`config.mk`:
```
export PLATFORM = sky130hd
export DESIGN_NAME = i2s_rx_array
export DESIGN_NICKNAME = d
export VERILOG_FILES = /design/src/design/i2s_rx_pkg.sv /design/src/design/i2s_lane_if.sv /design/src/design/lane_rd_if.sv /design/src/design/i2s_input_sync.sv /design/src/design/i2s_deserializer.sv /design/src/design/sample_fifo.sv /design/src/design/i2s_channel.sv /design/src/design/read_mux.sv /design/src/design/i2s_rx_array.sv
export SDC_FILE = /design/constraint.sdc
export NUM_CORES = 1
export LEC_CHECK = 0
export BUFFER_PORTS_ARGS = -buffer_cell sky130_fd_sc_hd__buf_2
export CAP_MARGIN = 40
export CORE_ASPECT_RATIO = 0.8
export CORE_MARGIN = 2
export CORE_UTILIZATION = 25
export DETAILED_ROUTE_END_ITERATION = 10
export PLACE_DENSITY = 0.37
export SYNTH_ARGS = -nofsm -noshare
export SYNTH_HDL_FRONTEND = slang
export SYNTH_HIERARCHICAL = 1
export SYNTH_SLANG_ARGS = --single-unit
export TNS_END_PERCENT = 5
```
`constraint.sdc`:
```
create_clock -name clk -period 3.4 [get_ports clk]
set_input_delay 0.17 -clock clk [delete_from_list [all_inputs] [get_ports clk]]
set_output_delay 0.17 -clock clk [all_outputs]
set_load 0.05 [all_outputs]
```
`src/design/i2s_rx_pkg.sv`:
```
package i2s_rx_pkg;

	// ********************
	// host word format
	// ********************

	// width of the word returned to the host
	localparam int RDATA_WIDTH = 32;

	// lane id sits in the top bits of the host word
	localparam int ID_WIDTH = 5;

	// bit clocks in one half frame of the serial link
	localparam int SLOT_BITS = 32;

	// ********************
	// enums
	// ********************

	// channel follows the word select level on the wire
	typedef enum logic {
		CHAN_LEFT  = 1'b0,
		CHAN_RIGHT = 1'b1
	} chan_t;

	// DS_SKIP covers the one bit delay between a word select change and the MSB
	typedef enum logic [1:0] {
		DS_WAIT_EDGE = 2'd0,
		DS_SKIP      = 2'd1,
		DS_SHIFT     = 2'd2,
		DS_IDLE_PAD  = 2'd3
	} deser_state_t;

endpackage

```
`src/design/i2s_lane_if.sv`:
```
`timescale 1ns/1ps

// one serial lane after synchronization where every field updates on a bit clock rise
interface i2s_lane_if;

	logic bclk_rise;
	logic ws;
	logic ws_change;
	logic sd;

	modport sync (
		output bclk_rise,
		output ws,
		output ws_change,
		output sd
	);

	modport rx (
		input bclk_rise,
		input ws,
		input ws_change,
		input sd
	);

endinterface

```
`src/design/lane_rd_if.sv`:
```
`timescale 1ns/1ps

// head_word is valid whenever ready is high
interface lane_rd_if import i2s_rx_pkg::*; ();

	logic                   rd_en;
	logic [RDATA_WIDTH-1:0] head_word;
	logic                   ready;
	logic                   full_err;
	logic                   empty_err;

	modport host (
		output rd_en,
		input  head_word,
		input  ready,
		input  full_err,
		input  empty_err
	);

	modport lane (
		input  rd_en,
		output head_word,
		output ready,
		output full_err,
		output empty_err
	);

endinterface

```
`src/design/i2s_input_sync.sv`:
```
`timescale 1ns/1ps

module i2s_input_sync #(
	parameter int NUM_LANES = 2
) (
	input  logic                 clk,
	input  logic                 rst,
	input  logic [NUM_LANES-1:0] bclk,
	input  logic [NUM_LANES-1:0] lrclk,
	input  logic [NUM_LANES-1:0] sdata,
	i2s_lane_if.sync             lanes [NUM_LANES]
);

	logic [NUM_LANES-1:0] bclk_s1;
	logic [NUM_LANES-1:0] bclk_s2;
	logic [NUM_LANES-1:0] bclk_d;
	logic [NUM_LANES-1:0] lr_s1;
	logic [NUM_LANES-1:0] lr_s2;
	logic [NUM_LANES-1:0] sd_s1;
	logic [NUM_LANES-1:0] sd_s2;
	logic [NUM_LANES-1:0] rise_q;
	logic [NUM_LANES-1:0] ws_q;
	logic [NUM_LANES-1:0] ws_change_q;
	logic [NUM_LANES-1:0] sd_q;

	// all three pins go through the same depth so they stay aligned
	always_ff @(posedge clk) begin
		if (!rst) begin
			bclk_s1     <= '0;
			bclk_s2     <= '0;
			bclk_d      <= '0;
			lr_s1       <= '0;
			lr_s2       <= '0;
			sd_s1       <= '0;
			sd_s2       <= '0;
			rise_q      <= '0;
			ws_q        <= '0;
			ws_change_q <= '0;
			sd_q        <= '0;
		end else begin
			bclk_s1 <= bclk;
			bclk_s2 <= bclk_s1;
			bclk_d  <= bclk_s2;
			lr_s1   <= lrclk;
			lr_s2   <= lr_s1;
			sd_s1   <= sdata;
			sd_s2   <= sd_s1;
			rise_q  <= bclk_s2 & ~bclk_d;
			for (int i = 0; i < NUM_LANES; i++) begin
				if (bclk_s2[i] && !bclk_d[i]) begin
					ws_q[i]        <= lr_s2[i];
					sd_q[i]        <= sd_s2[i];
					ws_change_q[i] <= lr_s2[i] ^ ws_q[i];
				end else begin
					ws_change_q[i] <= 1'b0;
				end
			end
		end
	end

	for (genvar g = 0; g < NUM_LANES; g++) begin : g_lane
		assign lanes[g].bclk_rise = rise_q[g];
		assign lanes[g].ws        = ws_q[g];
		assign lanes[g].ws_change = ws_change_q[g];
		assign lanes[g].sd        = sd_q[g];

		// the bit clock has to stay below clk/4 for the two flop synchronizer
		a_bclk_rate: assert property (@(posedge clk) disable iff (!rst)
			rise_q[g] |=> !rise_q[g] [*3]);
	end

endmodule

```
`src/design/i2s_deserializer.sv`:
```
`timescale 1ns/1ps

module i2s_deserializer import i2s_rx_pkg::*; #(
	parameter int SAMPLE_WIDTH = 24
) (
	input  logic                    clk,
	input  logic                    rst,
	i2s_lane_if.rx                  lane,
	output logic                    done,
	output chan_t                   chan,
	output logic [SAMPLE_WIDTH-1:0] sample
);

	localparam int CNT_W = $clog2(SLOT_BITS);

	deser_state_t     state;
	logic [CNT_W-1:0] bit_cnt;
	logic             take_bit;

	// a bit is taken on every rise after the delay slot until the sample is complete
	assign take_bit = lane.bclk_rise && !lane.ws_change &&
		(state == DS_SKIP || state == DS_SHIFT);

	always_ff @(posedge clk) begin
		if (!rst) begin
			state   <= DS_WAIT_EDGE;
			bit_cnt <= '0;
			chan    <= CHAN_LEFT;
			done    <= 1'b0;
		end else begin
			done <= 1'b0;
			if (lane.bclk_rise) begin
				if (lane.ws_change) begin
					// the bit seen with the change is the I2S delay bit
					// a sample still in progress is dropped here
					chan    <= chan_t'(lane.ws);
					bit_cnt <= '0;
					state   <= DS_SKIP;
				end else begin
					case (state)
						DS_SKIP, DS_SHIFT: begin
							bit_cnt <= bit_cnt + 1'b1;
							if (bit_cnt == CNT_W'(SAMPLE_WIDTH - 1)) begin
								done  <= 1'b1;
								state <= DS_IDLE_PAD;
							end else begin
								state <= DS_SHIFT;
							end
						end
						DS_IDLE_PAD: begin
							bit_cnt <= bit_cnt + 1'b1;
							// slot overran without a word select change, so resync
							if (bit_cnt == CNT_W'(SLOT_BITS - 1)) begin
								state <= DS_WAIT_EDGE;
							end
						end
						default: begin
							state <= DS_WAIT_EDGE;
						end
					endcase
				end
			end
		end
	end

	// MSB first, so the sample holds still while done is high
	always_ff @(posedge clk) begin
		if (take_bit) begin
			sample <= {sample[SAMPLE_WIDTH-2:0], lane.sd};
		end
	end

endmodule

```
`src/design/sample_fifo.sv`:
```
`timescale 1ns/1ps

module sample_fifo #(
	parameter int DEPTH = 8,
	parameter int WIDTH = 25
) (
	input  logic             clk,
	input  logic             rst,
	input  logic             wr_en,
	input  logic [WIDTH-1:0] wr_data,
	input  logic             rd_en,
	output logic [WIDTH-1:0] rd_data,
	output logic             not_empty,
	output logic             full_err,
	output logic             empty_err
);

	localparam int AW = $clog2(DEPTH);
	localparam logic [AW:0] FULL_COUNT = (AW + 1)'(DEPTH);

	logic [WIDTH-1:0] mem [DEPTH];
	logic [AW-1:0]    wr_ptr;
	logic [AW-1:0]    rd_ptr;
	logic [AW:0]      count;
	logic             do_wr;
	logic             do_rd;

	assign do_rd = rd_en && (count != '0);
	// a pop in the same cycle frees the slot for a write into a full buffer
	assign do_wr = wr_en && ((count != FULL_COUNT) || do_rd);

	assign rd_data   = mem[rd_ptr];
	assign not_empty = (count != '0);

	always_ff @(posedge clk) begin
		if (do_wr) begin
			mem[wr_ptr] <= wr_data;
		end
	end

	always_ff @(posedge clk) begin
		if (!rst) begin
			wr_ptr    <= '0;
			rd_ptr    <= '0;
			count     <= '0;
			full_err  <= 1'b0;
			empty_err <= 1'b0;
		end else begin
			full_err  <= wr_en && !do_wr;
			empty_err <= rd_en && !do_rd;
			if (do_wr) begin
				wr_ptr <= wr_ptr + 1'b1;
			end
			if (do_rd) begin
				rd_ptr <= rd_ptr + 1'b1;
			end
			case ({do_wr, do_rd})
				2'b10:   count <= count + 1'b1;
				2'b01:   count <= count - 1'b1;
				default: count <= count;
			endcase
		end
	end

	a_count_range: assert property (@(posedge clk) disable iff (!rst)
		count <= FULL_COUNT);

endmodule

```
`src/design/i2s_channel.sv`:
```
`timescale 1ns/1ps

module i2s_channel import i2s_rx_pkg::*; #(
	parameter int LANE_ID      = 0,
	parameter int FIFO_DEPTH   = 8,
	parameter int SAMPLE_WIDTH = 24
) (
	input  logic                    clk,
	input  logic                    rst,
	i2s_lane_if.rx                  lane,
	lane_rd_if.lane                 rd,
	output logic                    word_valid,
	output chan_t                   word_chan,
	output logic [SAMPLE_WIDTH-1:0] word_sample
);

	logic                    done;
	chan_t                   chan;
	logic [SAMPLE_WIDTH-1:0] sample;
	logic [SAMPLE_WIDTH:0]   wr_word;
	logic [SAMPLE_WIDTH:0]   head;

	i2s_deserializer #(
		.SAMPLE_WIDTH(SAMPLE_WIDTH)
	) u_deser (
		.clk    (clk),
		.rst    (rst),
		.lane   (lane),
		.done   (done),
		.chan   (chan),
		.sample (sample)
	);

	// the id is constant per lane, so only channel and sample are buffered
	assign wr_word = {chan, sample};

	sample_fifo #(
		.DEPTH (FIFO_DEPTH),
		.WIDTH (SAMPLE_WIDTH + 1)
	) u_fifo (
		.clk       (clk),
		.rst       (rst),
		.wr_en     (done),
		.wr_data   (wr_word),
		.rd_en     (rd.rd_en),
		.rd_data   (head),
		.not_empty (rd.ready),
		.full_err  (rd.full_err),
		.empty_err (rd.empty_err)
	);

	always_comb begin
		rd.head_word = '0;
		rd.head_word[RDATA_WIDTH-1 -: ID_WIDTH] = ID_WIDTH'(LANE_ID);
		rd.head_word[SAMPLE_WIDTH:0] = head;
	end

	assign word_valid  = done;
	assign word_chan   = chan;
	assign word_sample = sample;

endmodule

```
`src/design/read_mux.sv`:
```
`timescale 1ns/1ps

module read_mux import i2s_rx_pkg::*; #(
	parameter int NUM_LANES = 2
) (
	input  logic                   clk,
	input  logic                   rst,
	input  logic                   read_enable,
	input  logic [NUM_LANES-1:0]   chip_select,
	lane_rd_if.host                rd [NUM_LANES],
	output logic [RDATA_WIDTH-1:0] rdata,
	output logic [NUM_LANES-1:0]   output_ready,
	output logic [NUM_LANES-1:0]   buffer_full_error,
	output logic [NUM_LANES-1:0]   buffer_empty_error
);

	logic [RDATA_WIDTH-1:0] head_words [NUM_LANES];
	logic [NUM_LANES-1:0]   sel;
	logic [RDATA_WIDTH-1:0] sel_word;
	logic                   hit;

	assign sel = chip_select & {NUM_LANES{read_enable}};

	for (genvar g = 0; g < NUM_LANES; g++) begin : g_lane
		assign rd[g].rd_en           = sel[g];
		assign head_words[g]         = rd[g].head_word;
		assign output_ready[g]       = rd[g].ready;
		assign buffer_full_error[g]  = rd[g].full_err;
		assign buffer_empty_error[g] = rd[g].empty_err;
	end

	// chip_select is one-hot, so an OR of the gated heads is the selected word
	always_comb begin
		sel_word = '0;
		hit      = 1'b0;
		for (int i = 0; i < NUM_LANES; i++) begin
			if (sel[i] && output_ready[i]) begin
				sel_word = sel_word | head_words[i];
				hit      = 1'b1;
			end
		end
	end

	// a read of an empty lane leaves rdata as it was
	always_ff @(posedge clk) begin
		if (!rst) begin
			rdata <= '0;
		end else if (hit) begin
			rdata <= sel_word;
		end
	end

	a_cs_onehot: assert property (@(posedge clk) disable iff (!rst)
		read_enable |-> $onehot(chip_select));

endmodule

```
`src/design/i2s_rx_array.sv`:
```
`timescale 1ns/1ps

module i2s_rx_array import i2s_rx_pkg::*; #(
	parameter int NUM_LANES    = 2,
	parameter int FIFO_DEPTH   = 8,
	parameter int SAMPLE_WIDTH = 24
) (
	input  logic                   clk,
	input  logic                   rst,
	input  logic [NUM_LANES-1:0]   bclk,
	input  logic [NUM_LANES-1:0]   lrclk,
	input  logic [NUM_LANES-1:0]   sdata,
	input  logic [NUM_LANES-1:0]   chip_select,
	input  logic                   read_enable,
	output logic [NUM_LANES-1:0]   output_ready,
	output logic [NUM_LANES-1:0]   buffer_full_error,
	output logic [NUM_LANES-1:0]   buffer_empty_error,
	output logic [RDATA_WIDTH-1:0] rdata,
	output logic                   s_data_valid,
	output logic [SAMPLE_WIDTH:0]  i2s_received_data
);

	i2s_lane_if lane_bus [NUM_LANES] ();
	lane_rd_if  rd_bus [NUM_LANES] ();

	logic [NUM_LANES-1:0]    word_valid;
	chan_t                   word_chan [NUM_LANES];
	logic [SAMPLE_WIDTH-1:0] word_sample [NUM_LANES];

	i2s_input_sync #(
		.NUM_LANES(NUM_LANES)
	) u_sync (
		.clk   (clk),
		.rst   (rst),
		.bclk  (bclk),
		.lrclk (lrclk),
		.sdata (sdata),
		.lanes (lane_bus)
	);

	for (genvar g = 0; g < NUM_LANES; g++) begin : g_chan
		i2s_channel #(
			.LANE_ID      (g),
			.FIFO_DEPTH   (FIFO_DEPTH),
			.SAMPLE_WIDTH (SAMPLE_WIDTH)
		) u_channel (
			.clk         (clk),
			.rst         (rst),
			.lane        (lane_bus[g]),
			.rd          (rd_bus[g]),
			.word_valid  (word_valid[g]),
			.word_chan   (word_chan[g]),
			.word_sample (word_sample[g])
		);
	end

	read_mux #(
		.NUM_LANES(NUM_LANES)
	) u_read_mux (
		.clk                (clk),
		.rst                (rst),
		.read_enable        (read_enable),
		.chip_select        (chip_select),
		.rd                 (rd_bus),
		.rdata              (rdata),
		.output_ready       (output_ready),
		.buffer_full_error  (buffer_full_error),
		.buffer_empty_error (buffer_empty_error)
	);

	// monitor tap on lane 0 is strobed with its FIFO write
	assign s_data_valid      = word_valid[0];
	assign i2s_received_data = {word_chan[0], word_sample[0]};

endmodule

```
==> results.tsv, run 1 <==
stage	metric	value	unit
sta	holdWs	118	ps
pwr	p_sw_share	20.5	%
die	pin_count	75	
clock_network	cts_buffers	57	
yosys	synthArstFlopShare	0	%
drt	drt-vias-per-instance	4.28	
sta	slew_viol_final	0	
yosys	seq_area_frac_synth	73.5	%
die	placementRows	95	
layout	final_cell_area	24700	sq um
layout	syn2layout_area_growth	17.3	%
pwr	p_switching	2720	uW
placement	place_hpwl	27800	um
yosys	synth_fa_ha_area_share	1.10	%
placement	dpl.cell_count	2296	
layout	ff_latch_area	15500	sq um
critical_path	critPathCaptureType	flop	
yosys	ys_ff_latch	550	
yosys	netlist_area	21100	sq um
layout	final_cells	2412	
critical_path	rrSetupSlack	800	ps
yosys	yosysWarnings	6	
pwr	p_clk_share	45.3	%
sta	max_slew_margin	41.7	%
drt	ant_nets	0	
layout	layout-drive-gt1-share	29.4	%
pwr	power_density	537	nW/um^2
drt	drtIter0Drc	691	
yosys	netlist.area_leader.share	63.8	%
sta	hold_viol	0	
outcome	run_status	completed	
die	die_area	86700	sq um
yosys	synth_ff_type	edfxtp_1	
worst_hold_path	min-delay-start	chip_select[0]	
pwr	power_frac_seq	54.2	%
layout	multi_input_area	5180	sq um
yosys	synth_edf_count	448	
global_route	grt_pass1_vias	10908	
yosys	avgSynthCellArea	18.6	sq um
global_route	antenna_found_initial	1	
clock_network	cts.sinks	550	
worst_hold_path	whs_path_depth	4	
critical_path	timing.rr.start	g_chan[1].u_channel/u_fifo/count[1]	
yosys	synthMuxAreaShare	13.9	%
clock_network	clockBufferDepth	3	
yosys	yosys.area_share.simple	4.70	%
drt	dr.pass1.iters	6	
sta	finalCriticalPeriod	2600	ps
sta	timing.fmax	385	MHz
placement	io_buffers	74	
clock_network	clk_pin_slew	60	ps
sta	setup_slack	800	ps
clock_network	cts-root-buf	clkbuf_16	
sta	setup_viol	0	
clock_network	cts_tree	yes	
critical_path	critPathKind	flop to flop	
pwr	p_comb_share	0.5	%
die	initial_core_util	25.2	%
placement	gp_congestion	0.708	
global_route	grt_max_degree	83	
global_route	grt_pass1_wl	72600	um
yosys	synth_area_leaders	edfxtp_1 (64%), mux4_2 (11%), dfxtp_1 (9.7%)	
yosys	synth_xor_area_share	0.664	%
global_route	grt_usage	11.3	%
sta	rsz0062_at_grt	false	
yosys	synthCells	1132	
critical_path	cp.required	3950	ps
pwr	p_leak	0.00784	uW
pwr	total_power	13300	uW
clock_network	cts_resized	0	
critical_path	arrival	3150	ps
drt	avgRoutedWirePerCell	20.3	um
yosys	yosysTopAreaCell	edfxtp_1	
pwr	ir_drop	0.381	mV
yosys	synth_top_family_by_area	multiplexers	
drt	vias	10318	
placement	place_ws	836	ps
global_route	grt_overflow	0	
critical_path	critPathMaxFanout	8	
worst_hold_path	hold_end	g_chan[0].u_channel/u_fifo/empty_err	
layout	fillers	8300	
clock_network	cts_htree_levels	2	
critical_path	reg2regPathDepth	9	
die	die_x	329	um
layout	final_nets	1277	
sta	worst_pin_slew	874	ps
yosys	synth_compound_area_share	3.59	%
die	coreArea	83800	sq um
job	cap_violations	0	
critical_path	startpoint_type	flop	
critical_path	r2r_end	g_chan[1].u_channel/u_fifo/count[2]	
die	die_h	264	um
yosys	synth.distinct_cells	67	
pwr	power.internal	10600	uW
placement	placed_area	22900	sq um
clock_network	clk_latency	630	ps
sta	fin_skew	25.9	ps
sta	finalCritPeriodShare	76.5	%
worst_hold_path	hold_path.class	input port to flop	
drt	drt-total-wl	49000	um
drt	drc	0	
[cell usage in the layout (no fill, tap or decap), types with 7 or more instances in the layout]
cell	synthesis	final
edfxtp_1	448	448
mux4_2	100	100
dfxtp_1	102	98
buf_2	3	74
nand2_1	62	62
clkbuf_16	0	58
mux2_2	51	51
a22oi_1	33	33
buf_4	26	30
o21ai_1	30	30
and2_1	24	24
clkinv_1	1	18
ha_1	17	17
conb_1	3	14
a21oi_1	14	14
nand2b_1	13	13
clkinv_2	0	12
clkbuf_1	20	12
o21ai_0	12	12
inv_1	11	11
nor2_1	17	11
mux2i_1	10	10
xnor2_1	9	9
nor3_2	0	8
dlygate4sd3_1	0	8
xor2_1	7	7
[stage by stage]
stage | utilization, % | TNS, ps
after floorplan | - | -4330
after global placement | 27.2 | 0
after detailed placement | 27.3 | 0
after CTS | 29.5 | 0
after global routing | 29.5 | 0
final | 29.5 | 0
[cells by family after synthesis]
kind of cell             Yosys count
AND/OR/NAND/NOR                  182
multiplexers                     161
XOR/XNOR                          16
buffers and inverters             87
flip-flops                       550
AO/OA/AOI/OAI                    115
adder cells (fa/ha/maj)           18
other                              3
[Yosys cell counts (all sizes together), types with 17 or more instances]
| library cell | n |
|---|---|
| edfxtp | 448 |
| nor2 | 17 |
| nand2 | 63 |
| o21ai | 45 |
| a22oi | 33 |
| mux4 | 100 |
| clkbuf | 22 |
| buf | 51 |
| mux2 | 51 |
| and2 | 25 |
| dfxtp | 102 |
| ha | 17 |
[how the worst max path moves through the flow]
stage | depth (start not counted) | to | start
2_1_floorplan | 3 | g_chan[1].u_channel/u_fifo/mem[0][0] | g_chan[1].u_channel/u_fifo/count[0]
3_3_place_gp | 10 | g_chan[1].u_channel/u_fifo/count[2] | g_chan[1].u_channel/u_fifo/count[1]
3_5_place_dp | 10 | g_chan[1].u_channel/u_fifo/count[2] | g_chan[1].u_channel/u_fifo/count[1]
4_1_cts | 9 | g_chan[1].u_channel/u_fifo/count[2] | g_chan[1].u_channel/u_fifo/count[1]
5_1_grt | 9 | g_chan[0].u_channel/u_fifo/count[3] | g_chan[0].u_channel/u_fifo/count[1]
6_report | 9 | g_chan[1].u_channel/u_fifo/count[2] | g_chan[1].u_channel/u_fifo/count[1]
[power groups by stage]
stage	Sequential (uW)	Combinational [uW]	Clock [uW]
3_5_place_dp	7340	61.2	0
3_3_place_gp	7340	60.4	0
2_1_floorplan	7340	54.1	0
4_1_cts	7200	68.3	6250
5_1_grt	7190	75.5	6520
6_report	7200	66.5	6030
[routing by layer]
layer | global-route usage (%) | share of wire (%)
met1 | 16.8 | 50
met2 | 16.5 | 43
met3 | 2.62 | 4.9
met4 | 2.91 | 2.0
met5 | 0 | 0
[sequential cells by signal, indices dropped and copies added, names as in the netlist, 4 cells and up, named ones only]
signal and cells:
g_chan.u_channel/u_deser/sample 48, g_chan.u_channel/u_fifo/wr_ptr 6, u_read_mux/rdata 32, g_chan.u_channel/u_deser/state 4, g_chan.u_channel/u_fifo/rd_ptr 6, g_chan.u_channel/u_fifo/count 8, g_chan.u_channel/u_deser/bit_cnt 10, g_chan.u_channel/u_fifo/mem 400
[final cells by class]
type / instances / area share (%)
diodes: 1 / 0.0101
inverters: 14 / 0.212
well taps: 1115 / 5.64
flip-flops and latches: 550 / 62.7
multi-input cells: 506 / 20.9
clock buffers: 70 / 6.05
repair buffers: 119 / 3.33
clock inverters: 37 / 1.13
[worst max-delay path, stage by stage (launching register included)]
cell      delay (ps)
dfxtp_1          370
or3_4            440
o21ai_4          340
ha_1             340
xor2_1           170
ha_1             160
a21oi_1           50
xor2_1           160
or3_1            310
a21boi_0         160
[repair_timing]
item                      in CTS  in global routing
hold buffers                   8                  0
setup buffers                  0                  0
hold endpoints to repair       7                  0
(Power assumes the default switching activity.)
==> run 2, diff against run 1 <==
--- a/config.mk
+++ b/config.mk
@@ -5,13 +5,14 @@
 export SDC_FILE = /design/constraint.sdc
 export NUM_CORES = 1
 export LEC_CHECK = 0
+export ABC_AREA = 1
 export BUFFER_PORTS_ARGS = -buffer_cell sky130_fd_sc_hd__buf_2
 export CAP_MARGIN = 40
 export CORE_ASPECT_RATIO = 0.8
 export CORE_MARGIN = 2
 export CORE_UTILIZATION = 25
 export DETAILED_ROUTE_END_ITERATION = 10
-export PLACE_DENSITY = 0.37
+export PLACE_DENSITY = 0.36
 export SYNTH_ARGS = -nofsm -noshare
 export SYNTH_HDL_FRONTEND = slang
 export SYNTH_HIERARCHICAL = 1
==> constraint.sdc (replaced) <==
create_clock -name clk -period 2.47 [get_ports clk]
set_input_delay 0.1235 -clock clk [delete_from_list [all_inputs] [get_ports clk]]
set_output_delay 0.1235 -clock clk [all_outputs]
set_load 0.05 [all_outputs]
==> run 2 against run 1 <==
Total power grew 53%. Flip-flop and latch count is the same. Critical path type is now flop to output port. Largest cell class unchanged. Die area grew 5.5%.
==> results.tsv, run 2 <==
stage	metric	value	unit
layout	regMostFlops	g_chan.u_channel/u_fifo/mem	
drt	drc	0	
layout	syn2layout_area_growth	17.2	%
critical_path	timing.rr.start	g_chan[1].u_channel/u_fifo/count[1]	
yosys	synth_ff_type	edfxtp_1	
clock_network	cts_buffers	58	
die	die_area	91400	sq um
critical_path	critPathMaxFanout	34	
yosys	synth_edf_count	448	
critical_path	crit_path_end	output_ready[1]	
clock_network	clockBufferDepth	3	
drt	drt-total-wl	58100	um
die	coreArea	87900	sq um
global_route	grt_pass1_vias	13355	
clock_network	clk_latency	620	ps
critical_path	rrSetupSlack	430	ps
yosys	yosysTopAreaCell	edfxtp_1	
layout	multi_input_area	5600	sq um
sta	setup_viol	0	
drt	drtIter0Drc	1001	
layout	ff_latch_area	15500	sq um
drt	ant_nets	0	
critical_path	cp.required	2350	ps
die	initial_core_util	25.3	%
yosys	synth_area_leaders	edfxtp_1 (60%), dfxtp_1 (9.2%), nor2_1 (5.1%)	
layout	layout-drive-gt1-share	13.9	%
yosys	netlist_area	22300	sq um
global_route	grt_max_degree	62	
die	placementRows	97	
critical_path	crit_path_start	g_chan[1].u_channel/u_fifo/count[3]	
critical_path	reg2regPathDepth	13	
yosys	avgSynthCellArea	12.0	sq um
sta	slew_viol_final	0	
yosys	synthArstFlopShare	0	%
yosys	seq_area_frac_synth	69.6	%
global_route	grt_usage	12.6	%
worst_hold_path	hold_path.class	input port to flop	
die	die_h	271	um
critical_path	arrival	2020	ps
layout	final_nets	1981	
clock_network	cts-root-buf	clkbuf_16	
clock_network	cts_tree	yes	
critical_path	critPathKind	flop to output port	
sta	max_slew_margin	56.3	%
layout	final_common_cell	edfxtp_1	
sta	finalCritPeriodShare	86.8	%
layout	largest_reg_flops	400	
job	cap_violations	0	
die	die_x	338	um
outcome	run_status	completed	
critical_path	r2r_end	g_chan[1].u_channel/u_fifo/count[2]	
global_route	antenna_found_initial	3	
yosys	synthCells	1858	
yosys	ys_top_cells_by_count	edfxtp_1 (448), nor2_1 (301), nand2_1 (261)	
yosys	yosysWarnings	6	
pwr	power_frac_seq	49.4	%
layout	antenna_cells	0	
clock_network	clk_pin_slew	60	ps
clock_network	cts_setup_buffers	0	
pwr	power.internal	15400	uW
yosys	netlist.area_leader.share	60.4	%
critical_path	startpoint_type	flop	
sta	hold_viol	0	
layout	fillers	9030	
clock_network	cts.sinks	550	
pwr	p_leak	0.00920	uW
placement	place_hpwl	36400	um
drt	avgRoutedWirePerCell	18.2	um
sta	worst_pin_slew	655	ps
layout	post-route-util	29.7	%
global_route	grt_overflow	0	
layout	final_cell_area	26100	sq um
pwr	p_switching	4950	uW
sta	rsz0062_at_grt	false	
yosys	ys_ff_latch	550	
yosys	yosys.cell_count.top_type	edfxtp_1	
die	pin_count	75	
drt	dr.pass1.iters	5	
placement	io_buffers	74	
pwr	p_sw_share	24.3	%
yosys	synth.distinct_cells	40	
layout	final_cell_mix	edfxtp_1 (448), nor2_1 (289), nand2_1 (261)	
sta	timing.fmax	467	MHz
drt	drt-vias-per-instance	4.29	
global_route	grt_pass1_wl	86800	um
placement	gp_congestion	0.723	
critical_path	critPathCaptureType	output port	
sta	finalCriticalPeriod	2140	ps
pwr	p_comb_share	8.5	%
pwr	power_density	781	nW/um^2
layout	top_regs	g_chan.u_channel/u_fifo/mem (400), g_chan.u_channel/u_deser/sample (48), u_read_mux/rdata (32)	
drt	vias	13684	
pwr	ir_drop	0.535	mV
sta	fin_skew	11.1	ps
pwr	p_clk_share	42.0	%
clock_network	cts_htree_levels	2	
placement	placed_area	24200	sq um
[run 2: cell type report]
class / instances / area share (%)
inverter: 122 / 1.79
clock inverter: 32 / 0.931
timing repair buffer: 142 / 4.50
clock buffer: 75 / 6.13
multi-input combinational: 1078 / 21.5
tap: 1188 / 5.70
sequential: 550 / 59.5
[run 2: worst min-delay path by stage]
| stage | from | endpoint | slack (ps) | cells past startpoint |
|---|---|---|---|---|
| after floorplan | bclk[0] | u_sync/bclk_s1[0] | 220 | 2 |
| after global placement | sdata[1] | u_sync/sd_s1[1] | 310 | 3 |
| after detailed placement | bclk[0] | u_sync/bclk_s1[0] | 310 | 3 |
| after CTS | bclk[1] | u_sync/bclk_s1[1] | 170 | 4 |
| after global routing | bclk[0] | u_sync/bclk_s1[0] | 210 | 4 |
| final | bclk[1] | u_sync/bclk_s1[1] | 220 | 4 |
[run 2: routing by layer]
metal,vias up,track usage [%],routed length (um)
met5,-,0,0
met2,270,17.6,23700
met3,86,2.14,2690
li1,6685,-,-
met4,0,3.37,1200
met1,6643,19.7,30500
[run 2: logic make-up after synthesis]
kind of cell,count (synthesis),share of synthesized area [%]
flops,550,69.6
compound gates,267,6.50
simple gates,697,13.5
mux,75,3.37
fa+ha+maj,18,1.05
xor+xnor,7,0.275
other cells,3,0.0506
buf+inv,241,5.67
[run 2: power groups by stage]
stage,clock network [uW],registers [uW],logic [uW]
6_report,8560,10100,1740
3_5_place_dp,0,10300,1750
2_1_floorplan,0,10400,1150
3_3_place_gp,0,10300,1750
4_1_cts,8880,10100,1760
5_1_grt,9210,10100,1930
[run 2: through the flow]
step	hold slack, ps	total power (uW)	setup slack [ps]	instances	setup TNS, ps
2_1_floorplan	221	11500	-93.9	1869	-16580
3_3_place_gp	306	12000	169	3073	0
3_5_place_dp	310	12000	215	3073	0
4_1_cts	172	20700	264	3187	0
5_1_grt	211	21200	187	3187	0
6_report	215	20400	327	3187	0
[run 2: timing repair]
item,in CTS,in global routing
endpoints found under the hold margin,15,0
gates resized for setup,0,0
hold buffers,7,0
[run 2: worst max-delay path: stages, from the launching register on]
cell and delay [ps]:
dfxtp_1 410, inv_1 100, nand3_2 120, buf_4 400, buf_2 370
==> run 3, diff against run 2 <==
--- a/config.mk
+++ b/config.mk
@@ -12,7 +12,8 @@
 export CORE_MARGIN = 2
 export CORE_UTILIZATION = 25
 export DETAILED_ROUTE_END_ITERATION = 10
-export PLACE_DENSITY = 0.36
+export MAX_ROUTING_LAYER = met4
+export PLACE_DENSITY = 0.43
 export SYNTH_ARGS = -nofsm -noshare
 export SYNTH_HDL_FRONTEND = slang
 export SYNTH_HIERARCHICAL = 1
==> run 3 against run 2 <==
Fmax grew 2.1%. Sequential power is essentially flat. Die area is the same. Highest routed layer unchanged. Final cell count shrank 0.28%. Critical path type is now flop to flop. Via count grew 0.24%. Non-clock buffer count shrank 12. Total power shrank 1.2%. Clock skew grew 9.5 ps. Worst hold slack lost 120 ps.
==> results.tsv, run 3 (synthesized netlist as in run 2, its figures left out) <==
stage	metric	value	unit
outcome	run_status	completed	
die	placementRows	97	
placement	place_hpwl	32500	um
sta	fin_skew	20.6	ps
critical_path	r2r_end	g_chan[1].u_channel/u_fifo/count[2]	
layout	regMostFlops	g_chan.u_channel/u_fifo/mem	
global_route	grt_pass1_vias	13465	
die	die_area	91400	sq um
critical_path	slowest_stage	dfxtp_1	
drt	vias	13717	
drt	drt-total-wl	54800	um
placement	io_buffers	74	
job	cap_violations	0	
clock_network	clk_latency	620	ps
drt	drtIter0Drc	1023	
critical_path	reg2regPathDepth	13	
critical_path	max_stage_delay	350	ps
worst_hold_path	whs_path_depth	5	
die	initial_core_util	25.3	%
worst_hold_path	hold_end	u_read_mux/rdata[17]	
pwr	power.internal	15300	uW
sta	finalCriticalPeriod	2100	ps
layout	final_common_cell	edfxtp_1	
layout	final_cell_mix	edfxtp_1 (448), nor2_1 (289), nand2_1 (261)	
die	die_x	338	um
sta	setup_slack	371	ps
clock_network	cts_buffers	58	
die	coreArea	87900	sq um
critical_path	crit_chain	nor2_2 > nand3_2 > nand2_2 > inv_2 > ha_1 > nand2_1 > inv_1 > nor2_1 > ha_1 > a21oi_1 > xnor2_1 > o21ai_0 > inv_1	
pwr	total_power	20100	uW
critical_path	critPathKind	flop to flop	
clock_network	hold_buffers	9	
pwr	p_clk_share	41.6	%
pwr	power_density	776	nW/um^2
sta	max_slew_margin	55.4	%
sta	worst_pin_slew	669	ps
clock_network	clockBufferDepth	3	
global_route	grt_usage	12.3	%
layout	post-route-util	29.5	%
layout	top_regs	g_chan.u_channel/u_fifo/mem (400), g_chan.u_channel/u_deser/sample (48), u_read_mux/rdata (32)	
drt	dr.pass1.iters	7	
clock_network	cts_setup_buffers	0	
drt	drt-vias-per-instance	4.32	
sta	holdWs	98.1	ps
global_route	antenna_found_initial	2	
global_route	grt_pass1_wl	83300	um
critical_path	rrSetupSlack	370	ps
critical_path	critPathMaxFanout	7	
sta	rsz0062_at_grt	false	
clock_network	cts_resized	0	
sta	hold_viol	0	
global_route	grt_max_degree	101	
global_route	grt_overflow	0	
critical_path	arrival	2600	ps
placement	gp_congestion	0.751	
placement	place_ws	390	ps
sta	setup_viol	0	
critical_path	path_buf_inv	3	
drt	ant_nets	0	
sta	finalCritPeriodShare	85.0	%
clock_network	clk_pin_slew	60	ps
pwr	p_switching	4870	uW
critical_path	cp.required	2970	ps
pwr	p_leak	0.00911	uW
critical_path	critPathCaptureType	flop	
clock_network	cts_tree	yes	
layout	syn2layout_area_growth	16.6	%
layout	largest_reg_flops	400	
clock_network	cts_htree_levels	2	
critical_path	timing.rr.start	g_chan[1].u_channel/u_fifo/count[1]	
worst_hold_path	hold_path.class	input port to flop	
pwr	ir_drop	0.524	mV
pwr	p_sw_share	24.2	%
critical_path	cp_top_family	simple AND/OR/NAND/NOR gates	
drt	avgRoutedWirePerCell	17.2	um
sta	slew_viol_final	0	
layout	final_nets	1969	
clock_network	cts.sinks	550	
layout	layout-drive-gt1-share	13.2	%
die	die_h	271	um
sta	timing.fmax	476	MHz
die	pin_count	75	
clock_network	cts-root-buf	clkbuf_16	
drt	drc	0	
pwr	power_frac_seq	50.1	%
pwr	p_comb_share	8.3	%
critical_path	startpoint_type	flop	
worst_hold_path	min-delay-start	read_enable	
[run 3: through the flow]
stage / setup TNS (ps) / instances / area (sq um)
after detailed placement: 0 / 3059 / 24100
final: 0 / 3178 / 26000
after global placement: 0 / 3059 / 24100
after CTS: 0 / 3176 / 25900
after floorplan: -16580 / 1869 / 22300
after global routing: 0 / 3177 / 25900
[run 3: power groups by stage]
stage	sequential, uW	clock (uW)	combinational [uW]
floorplan	10400	0	1150
global placement	10300	0	1680
detailed placement	10300	0	1690
CTS	10100	8660	1700
global route	10100	9030	1860
finish	10100	8370	1680
[run 3: final cells by class]
cell class | count | area, sq um
Antenna cell | 2 | 5.00
Clock buffer | 75 | 1540
Clock inverter | 33 | 264
Fill cell | 9020 | 61900
Inverter | 122 | 465
Multi-Input combinational cell | 1078 | 5580
Sequential cell | 550 | 15500
Tap cell | 1188 | 1490
Timing Repair Buffer | 130 | 1110
[run 3: routing by layer]
metal	vias up	part of all wire (%)	global-route usage, %
met5	-	0	-
met1	6710	51	18.4
li1	6649	-	-
met4	0	2.0	3.29
met2	285	42	17.0
met3	73	4.9	2.01
[run 3: worst max path at each step]
stage | endpoint | cells after the start | from
after CTS | output_ready[0] | 4 | g_chan[0].u_channel/u_fifo/count[0]
after detailed placement | g_chan[1].u_channel/u_fifo/count[2] | 15 | read_enable
final | g_chan[1].u_channel/u_fifo/count[2] | 13 | g_chan[1].u_channel/u_fifo/count[1]
after floorplan | g_chan[0].u_channel/u_fifo/mem[0][0] | 4 | g_chan[0].u_channel/u_deser/done
after global placement | g_chan[1].u_channel/u_fifo/count[2] | 15 | read_enable
after global routing | g_chan[1].u_channel/u_fifo/count[2] | 13 | g_chan[1].u_channel/u_fifo/count[1]
[run 3: worst min-delay path: cells and delay by family]
kind / cells / cell delay (ps)
simple gates: 4 / 330
buf+inv: 1 / 200
